**config.mk**
```make
export PLATFORM = sky130hd
export DESIGN_NAME = sfir_top
export DESIGN_NICKNAME = d
export VERILOG_FILES = /design/src/logic/sfir_pkg.sv /design/src/logic/sfir_top.sv /design/src/logic/sfir_element.sv /design/src/logic/sfir_delay_line.sv
export VERILOG_INCLUDE_DIRS = /design/src /design/src/include
export SDC_FILE = /design/constraint.sdc
export NUM_CORES = 2
export LEC_CHECK = 0
export BUFFER_PORTS_ARGS = -buffer_cell sky130_fd_sc_hd__buf_4
export CAP_MARGIN = 25
export CORE_MARGIN = 2
export CORE_UTILIZATION = 58
export DETAILED_ROUTE_END_ITERATION = 7
export HOLD_SLACK_MARGIN = 0.06
export PLACE_DENSITY = 0.77
export SETUP_SLACK_MARGIN = 0.15
export SYNTH_ARGS = -nofsm -noshare
export SYNTH_HDL_FRONTEND = slang
export SYNTH_HIERARCHICAL = 1
export SYNTH_SLANG_ARGS = --single-unit
```
**constraint.sdc**
```tcl
create_clock -name clk_i -period 6.15 [get_ports clk_i]
set_clock_uncertainty 0.2 [all_clocks]
set_input_delay 0.9225 -clock clk_i [delete_from_list [all_inputs] [get_ports clk_i]]
set_output_delay 0.9225 -clock clk_i [all_outputs]
set_load 0.005 [all_outputs]
```
**src/include/sfir_defs.svh**
```systemverilog
`ifndef SFIR_DEFS_SVH
`define SFIR_DEFS_SVH

// ==================================================
// filter dimensions
// ==================================================
`define SFIR_TAP_NUM     8   // unique coefficients, filter length is twice this
`define SFIR_DATA_WIDTH  16
`define SFIR_COEF_WIDTH  16

// data + coef + pre-add bit + growth over the tap sum
`define SFIR_ACC_WIDTH   (`SFIR_DATA_WIDTH + `SFIR_COEF_WIDTH + 1 + 4)

// enabled cycles from a sample entering to its first output
`define SFIR_LATENCY     (`SFIR_TAP_NUM + 3)

`endif
```
**src/logic/sfir_pkg.sv**
```systemverilog
`include "sfir_defs.svh"

package sfir_pkg;

    // ==================================================
    // scalar types
    // ==================================================
    typedef logic signed [`SFIR_DATA_WIDTH-1:0] sample_t;
    typedef logic signed [`SFIR_COEF_WIDTH-1:0] coef_t;
    typedef logic signed [`SFIR_ACC_WIDTH-1:0]  acc_t;

    // pre-adder output, one bit wider than a sample
    typedef logic signed [`SFIR_DATA_WIDTH:0] pre_t;

    // full product of pre-add sum and coefficient
    typedef logic signed [`SFIR_DATA_WIDTH+`SFIR_COEF_WIDTH:0] prod_t;

    // ==================================================
    // cascade between neighbouring elements
    // ==================================================
    typedef struct packed {
        sample_t data;  // forward sample
        acc_t    sum;   // partial sum
    } sfir_casc_t;

    // ==================================================
    // coefficient table
    // ==================================================
    // Only the first half of the symmetric response is stored. Entry 0 is
    // the outer tap, the last entry sits next to the center of the filter.
    localparam coef_t SFIR_COEF [0:`SFIR_TAP_NUM-1] = '{
        16'sd182,
        -16'sd288,
        16'sd498,
        -16'sd686,
        16'sd940,
        -16'sd1432,
        16'sd3590,
        16'sd11262
    };

endpackage

```
**src/logic/sfir_top.sv**
```systemverilog
`include "sfir_defs.svh"

module sfir_top
    import sfir_pkg::*;
(
    input  logic    clk_i,
    input  logic    arst_n_i,
    input  logic    en_i,
    input  sample_t data_i,
    output acc_t    fir_o
);

    // The pre-adder of element k sees the forward sample after 2k+2
    // registers. One stage beyond the full filter length in the mirror
    // line puts each mirror sample on the tap that matches its
    // forward partner, so both halves of the response line up.
    localparam int MIRROR_DEPTH = 2 * `SFIR_TAP_NUM + 1;

    sample_t    mirror;                    // oldest sample, fanned out
    sfir_casc_t casc [`SFIR_TAP_NUM+1];    // casc[k] enters element k

    // ==================================================
    // mirror sample stream
    // ==================================================
    sfir_delay_line #(
        .DEPTH(MIRROR_DEPTH)
    ) delay_line0 (
        .clk_i   (clk_i),
        .arst_n_i(arst_n_i),
        .en_i    (en_i),
        .data_i  (data_i),
        .data_o  (mirror)
    );

    // ==================================================
    // systolic element chain
    // ==================================================
    assign casc[0].data = data_i;
    assign casc[0].sum  = '0;  // chain starts from zero

    for (genvar k = 0; k < `SFIR_TAP_NUM; k++) begin : g_tap
        sfir_element #(
            .COEF(SFIR_COEF[k])
        ) element (
            .clk_i   (clk_i),
            .arst_n_i(arst_n_i),
            .en_i    (en_i),
            .casc_i  (casc[k]),
            .mirror_i(mirror),
            .casc_o  (casc[k+1])
        );
    end

    // ==================================================
    // output
    // ==================================================
    assign fir_o = casc[`SFIR_TAP_NUM].sum;  // last partial sum is the result

endmodule

```
**src/logic/sfir_element.sv**
```systemverilog
module sfir_element
    import sfir_pkg::*;
#(
    parameter coef_t COEF = '0
) (
    input  logic       clk_i,
    input  logic       arst_n_i,
    input  logic       en_i,
    input  sfir_casc_t casc_i,
    input  sample_t    mirror_i,
    output sfir_casc_t casc_o
);

    sample_t fwd_q1;
    sample_t fwd_q2;
    pre_t    pre_q;
    prod_t   prod_q;
    acc_t    sum_q;

    // ==================================================
    // forward sample path
    // ==================================================
    always_ff @(posedge clk_i or negedge arst_n_i) begin
        if (!arst_n_i) begin
            fwd_q1 <= '0;
            fwd_q2 <= '0;
        end else if (en_i) begin
            fwd_q1 <= casc_i.data;
            fwd_q2 <= fwd_q1;  // also feeds the pre-adder
        end
    end

    // ==================================================
    // pre-add, multiply, cascade add
    // ==================================================
    always_ff @(posedge clk_i or negedge arst_n_i) begin
        if (!arst_n_i) begin
            pre_q <= '0;
        end else if (en_i) begin
            pre_q <= pre_t'(fwd_q2) + pre_t'(mirror_i);  // sample plus its mirror
        end
    end

    always_ff @(posedge clk_i or negedge arst_n_i) begin
        if (!arst_n_i) begin
            prod_q <= '0;
        end else if (en_i) begin
            prod_q <= pre_q * COEF;
        end
    end

    always_ff @(posedge clk_i or negedge arst_n_i) begin
        if (!arst_n_i) begin
            sum_q <= '0;
        end else if (en_i) begin
            sum_q <= casc_i.sum + acc_t'(prod_q);  // sign extended product
        end
    end

    assign casc_o.data = fwd_q2;
    assign casc_o.sum  = sum_q;

endmodule

```
**src/logic/sfir_delay_line.sv**
```systemverilog
module sfir_delay_line
    import sfir_pkg::*;
#(
    parameter int DEPTH = 16
) (
    input  logic    clk_i,
    input  logic    arst_n_i,
    input  logic    en_i,
    input  sample_t data_i,
    output sample_t data_o
);

    // ==================================================
    // shift register
    // ==================================================
    sample_t taps_q [DEPTH];  // taps_q[0] holds the newest sample

    always_ff @(posedge clk_i or negedge arst_n_i) begin
        if (!arst_n_i) begin
            for (int i = 0; i < DEPTH; i++) begin
                taps_q[i] <= '0;
            end
        end else if (en_i) begin
            taps_q[0] <= data_i;
            for (int i = 1; i < DEPTH; i++) begin
                taps_q[i] <= taps_q[i-1];  // shift toward the oldest
            end
        end
    end

    // ==================================================
    // output
    // ==================================================
    assign data_o = taps_q[DEPTH-1];  // oldest sample

endmodule

```
# [After elaboration in Yosys (flattened, before gate mapping)]
# Index checks and enable logic that the tools add are counted.
[word_totals] register_bits=904 out_inout_bits=37 input_bits=19
[classes] n_addsub=15 n_mul=8
[op_table] cell="$add A16 B16 Y17" count=8
[op_table] cell="$mul A17 B9 Y26 const B" count=3
[op_table] cell="$add A37 B28 Y37" count=2
[op_table] cell="$add A37 B27 Y37" count=1
[op_table] cell="$add A37 B29 Y37" count=1
[op_table] cell="$add A37 B30 Y37" count=1
[op_table] cell="$add A37 B32 Y37" count=1
[op_table] cell="$mul A17 B14 Y31 const B" count=1
[op_table] cell="$mul A17 B12 Y29 const B" count=1
[op_table] cell="$add A26 B27 Y28" count=1
[op_table] cell="$mul A17 B10 Y27 const B" count=1
[op_table] cell="$mul A17 B8 Y25 const B" count=1
[op_table] cell="$mul A17 B5 Y22 const B" count=1

# [Logic depth before layout (Yosys ltp)]
[depth] word_depth=1 mapped_depth=22 ltp_nobuf=21

# [Hierarchy]
# The synthesis kept the hierarchy.
[modules_own_cells] module="sfir_element (g_tap[7].element)" area_per_inst_um2=13037.5 cells_per_inst=1308 instances=1
[modules_own_cells] module="sfir_delay_line" area_per_inst_um2=10523.8 cells_per_inst=590 instances=1
[modules_own_cells] module="sfir_element (g_tap[4].element)" area_per_inst_um2=10435.0 cells_per_inst=1073 instances=1
[modules_own_cells] module="sfir_element (g_tap[2].element)" area_per_inst_um2=10176.0 cells_per_inst=1059 instances=1
[modules_own_cells] module="sfir_element (g_tap[6].element)" area_per_inst_um2=10154.7 cells_per_inst=1039 instances=1
[modules_own_cells] module="sfir_element (g_tap[3].element)" area_per_inst_um2=9835.7 cells_per_inst=1011 instances=1
[modules_own_cells] module="sfir_element (g_tap[5].element)" area_per_inst_um2=9701.8 cells_per_inst=935 instances=1
[modules_own_cells] module="sfir_element (g_tap[0].element)" area_per_inst_um2=9296.4 cells_per_inst=925 instances=1
[modules_own_cells] module="sfir_element (g_tap[1].element)" area_per_inst_um2=8657.1 cells_per_inst=859 instances=1
[modules_own_cells] module="sfir_top" area_per_inst_um2=3.8 cells_per_inst=1 instances=1

# [Least setup slack after synthesis]
# Ideal clock, no wire load.
[synth_timing] path_kind="register to register" start="reg g_tap[7].element.pre_q[16]" end="reg g_tap[7].element.prod_q[30]" setup_time_ns=0.125 slack_ns=-0.038 synth_period_minus_slack_ns=6.188 t_arrival_ns=5.864 stages_incl_launch_ff=19 path_cell_list="dfrtp_1 -> buf_1 -> inv_1 -> o21ai_0 -> fa_1 -> fa_1 -> fa_1 -> inv_1 -> fa_1 -> inv_1 -> ha_1 -> buf_6 -> a21o_1 -> a21o_1 -> a311oi_1 -> nor2_1 -> a311oi_2 -> xnor2_1 -> mux2_2"
[synth_via] elab_chain_len=1
[synth_lines] element="start: declaration" line_no="sfir_element.sv:16" rtl="pre_t pre_q;"
[synth_lines] element="start signal: assignment" line_no="sfir_element.sv:40" rtl="pre_q <= pre_t'(fwd_q2) + pre_t'(mirror_i);"
[synth_lines] element="$mul A17 B14 Y31" line_no="sfir_element.sv:48" rtl="prod_q <= pre_q * COEF;"
[synth_lines] element="end signal: assignment" line_no="sfir_element.sv:48"
[synth_lines] element="end: declaration" line_no="sfir_element.sv:17" rtl="prod_t prod_q;"
# Every way passes these cells.
# A chain may end at the register's enable or synchronous reset.

# [Final worst setup path]
[layout_timing] start="reg g_tap[7].element.pre_q[12]" end="reg g_tap[7].element.prod_q[29]"
# The elaborated chain is that of the path after synthesis.

==> impl_metrics.env <==
export IMPL_die_w_um=402
export IMPL_drc=0
export IMPL_ff2ff_path_depth=17
export IMPL_placedCellCount=10800
export IMPL_holdPathStages=2
export IMPL_rsz0062_at_grt="true"
export IMPL_use_met3_pct=2.93
export IMPL_rrSetupSlack_ns=0.24
export IMPL_io_pins=56
export IMPL_grt_pass1_vias=65600
export IMPL_hold_viol=0
export IMPL_path_clk_slew_ns=0.07
export IMPL_fp_dieArea_mm2=0.162
export IMPL_ys_seq_elements=1172
export IMPL_met1_usage_pct=36.1
export IMPL_crit_reg2reg_launch="g_tap[7].element/pre_q[12]"
export IMPL_drt_initial_drc_count=3856
export IMPL_synth_edf_count=0
export IMPL_worst_hold_path_type="in2reg"
export IMPL_clock_fmax_ghz=0.169
export IMPL_maxSlewViolCount=0
export IMPL_layout_drive_gt1_share_pct=16.3
export IMPL_area_sequential_mm2=0.0293
export IMPL_multiInputGateArea_mm2=0.0574
export IMPL_final_nets=10400
export IMPL_tightest_slew_ns=1.11
export IMPL_port_buffers=55
export IMPL_muxShareOfSynthArea_pct=11.7
export IMPL_grt_pass1_wl_um=349000
export IMPL_start_util_pct=58.2
export IMPL_fin_ws_ns=0.243
export IMPL_root_buffer="clkbuf_16"
export IMPL_viasPerCell=5.89
export IMPL_rows=146
export IMPL_overflow=0
export IMPL_setup_viol=0
export IMPL_detail_route_antenna_nets=0
export IMPL_num_vias=65000
export IMPL_final_cells=11000
export IMPL_cp_max_fo=8
export IMPL_synth_area_mm2=0.0918
export IMPL_synth_top_family_by_area="adder cells"
export IMPL_whs_endpoint="g_tap[0].element/fwd_q1[9]"
export IMPL_cp_end_kind="flop"
export IMPL_worstReg2RegEnd="g_tap[7].element/prod_q[29]"
export IMPL_grt_max_degree=183
export IMPL_cts_tree="built"
export IMPL_wl_um=215000
export IMPL_dp_slack_ns=0.0674
export IMPL_clock_latency_ns=0.82
export IMPL_post_route_min_period_ns=5.91
export IMPL_whs_ns=0.144
export IMPL_areaGrowthSynthToFinish_pct=8.42
export IMPL_ys_warnings_count=6
export IMPL_cts_buffer_depth=3
export IMPL_n_antenna_cell=0
export IMPL_syn_inst=8800
export IMPL_avgSynthCellArea_um2=10.4
export IMPL_async_reset_ff_share_pct=100
export IMPL_synth_main_ff_cell="dfrtp_1"
export IMPL_critPathKind="reg2reg"
export IMPL_start_kind="flop"
export IMPL_cts_sinks=1172
export IMPL_fin_setup_tns_ns=0
export IMPL_synth_compound_gate_area_share_pct=13.7
export IMPL_post_route_period_util_pct=96.0
export IMPL_slew_headroom_pct=25.7
export IMPL_h_tree_depth=4
export IMPL_fillers=12500
export IMPL_ys_seq_area_share_pct=31.9
export IMPL_cts_buffers=133
export IMPL_worstPathArrival_ns=6.41
export IMPL_hpwl_um=164000
export IMPL_grt_use_met2_pct=44.9
export IMPL_busiest_layer="met2"
export IMPL_drtPass1Iterations=5
export IMPL_ys_types=132
export IMPL_maxCapViolCount=0
export IMPL_outcome="finished, final reports clean"
export IMPL_core_area_mm2=0.158
export IMPL_min_from="data_i[9]"
export IMPL_wl_per_cell_um=19.5
export IMPL_antenna_found_initial=4
export IMPL_die_h_um=402
export IMPL_gp_congestion=0.892
export IMPL_grt_use_total_pct=26.6
export IMPL_synth_simple_area_share_pct=7.99
export IMPL_required_ns=6.65
export IMPL_synth_fa_ha_area_share_pct=24.2
export IMPL_synth_xor_area_share_pct=4.66
registers in the layout, indices dropped and copies added, names as in the netlist:
name                  flops
g_tap.element/fwd_q2    128
g_tap.element/prod_q    212
g_tap.element/sum_q     296
delay_line0/data_o       16
delay_line0/taps_q      256
g_tap.element/pre_q     136
g_tap.element/fwd_q1    128
layout make-up:
class                   instances  share of cell area (%)
multi-input cells            6342                    57.7
clock inverters                62                    1.07
clock buffers                 180                    3.78
repair buffers                169                    1.49
flip-flops and latches       1172                    29.5
inverters                    1030                    3.89
well taps                    2072                    2.60
worst max-delay path, stage by stage, from the launching register on:
cell       delay, ns
dfrtp_2         0.46
fa_1            0.52
buf_4           0.16
fa_1            0.49
fa_1            0.50
fa_1            0.51
fa_1            0.50
inv_1           0.05
fa_1            0.47
inv_1           0.04
ha_1            0.38
buf_4           0.18
a21o_1          0.18
or3_4           0.36
o22ai_4         0.19
a2111oi_4       0.11
or3_1           0.39
nand4_1         0.10
logic make-up after synthesis:
| logic type | after synthesis |
|---|---|
| simple gates | 1501 |
| other cells | 1 |
| mux | 930 |
| buf+inv | 1323 |
| compound gates | 1885 |
| flops | 1172 |
| fa+ha+maj | 1499 |
| xor+xnor | 489 |
cell usage in the layout (no fill, tap or decap), types with 63 or more instances in the layout:
master,count
a211oi_1,67
a21o_1,250
a21oi_1,530
buf_4,152
clkbuf_16,133
dfrtp_1,1163
fa_1,464
ha_1,1031
inv_1,1020
mux2_2,807
mux2_4,82
nand2_1,460
nand3_1,120
nand4_1,97
nor2_1,343
nor3_1,100
o211ai_1,63
o21a_1,90
o21ai_0,307
o21ai_1,68
o21bai_1,70
xnor2_1,328
xor2_1,160
per-stage QoR:
stage                     area (µm²)  util [%]
after floorplan                92000         -
after global placement         94500      59.8
after detailed placement       94500      59.8
after CTS                      99300      62.9
after global routing           99500      63.1
final                          99500      63.1
synth_stat cells (all sizes together), types with 15 or more instances:
cell | n | share of area [%]
dfrtp | 1172 | 32
ha | 1034 | 14
inv | 1027 | 4.2
mux2 | 891 | 11
a21oi | 546 | 3.1
fa | 465 | 10
nand2 | 462 | 1.9
o21ai | 385 | 2.1
nor2 | 344 | 1.4
xnor2 | 329 | 3.1
a21o | 255 | 2.1
clkbuf | 197 | 0.85
xor2 | 160 | 1.5
nand3 | 122 | 0.68
nor3 | 104 | 0.58
nand4 | 97 | 0.66
buf | 92 | 0.66
o21a | 91 | 0.75
a211oi | 77 | 0.69
o21bai | 70 | 0.57
a31oi | 66 | 0.49
o211ai | 65 | 0.54
and3 | 63 | 0.44
o31ai | 61 | 0.52
nor2b | 51 | 0.35
nand2b | 47 | 0.32
mux2i | 39 | 0.43
and2 | 33 | 0.23
or3 | 33 | 0.24
or2 | 30 | 0.20
o311ai | 29 | 0.29
nand3b | 27 | 0.22
nor4 | 25 | 0.19
a2111oi | 24 | 0.36
a21boi | 21 | 0.17
a211o | 19 | 0.18
a221oi | 18 | 0.19
a311oi | 15 | 0.16
what timing repair did:
| item | 4_1_cts | 5_1_grt |
|---|---|---|
| pin swaps | 1 | 10 |
| resized for setup | 8 | 28 |
| hold buffers | 1 | 0 |
| endpoints found under the setup margin | 6 | 14 |
| endpoints found under the hold margin | 71 | 0 |
| buffers inserted | 1 | 9 |
layer usage:
layer  share of wire [%]  up-vias
li1                    -    30800
met1                  45    32300
met2                  48     1432
met3                 4.0      336
met4                 3.1        2
met5              0.0065        -
how the worst max path moves through the flow:
stage / start / to / slack, ns / cells after the start
after global routing: g_tap[7].element/pre_q[6] / g_tap[7].element/prod_q[25] / 0.06 / 17
after floorplan: g_tap[7].element/pre_q[16] / g_tap[7].element/prod_q[30] / 0.25 / 18
after CTS: g_tap[7].element/pre_q[15] / g_tap[7].element/prod_q[30] / 0.17 / 19
final: g_tap[7].element/pre_q[12] / g_tap[7].element/prod_q[29] / 0.24 / 17
after detailed placement: g_tap[7].element/pre_q[7] / g_tap[7].element/prod_q[25] / 0.07 / 17
after global placement: g_tap[7].element/pre_q[7] / g_tap[7].element/prod_q[24] / 0.10 / 18
Power is not shown: default switching activity piles up to over one toggle a cycle in this logic, so the estimate is an artifact.
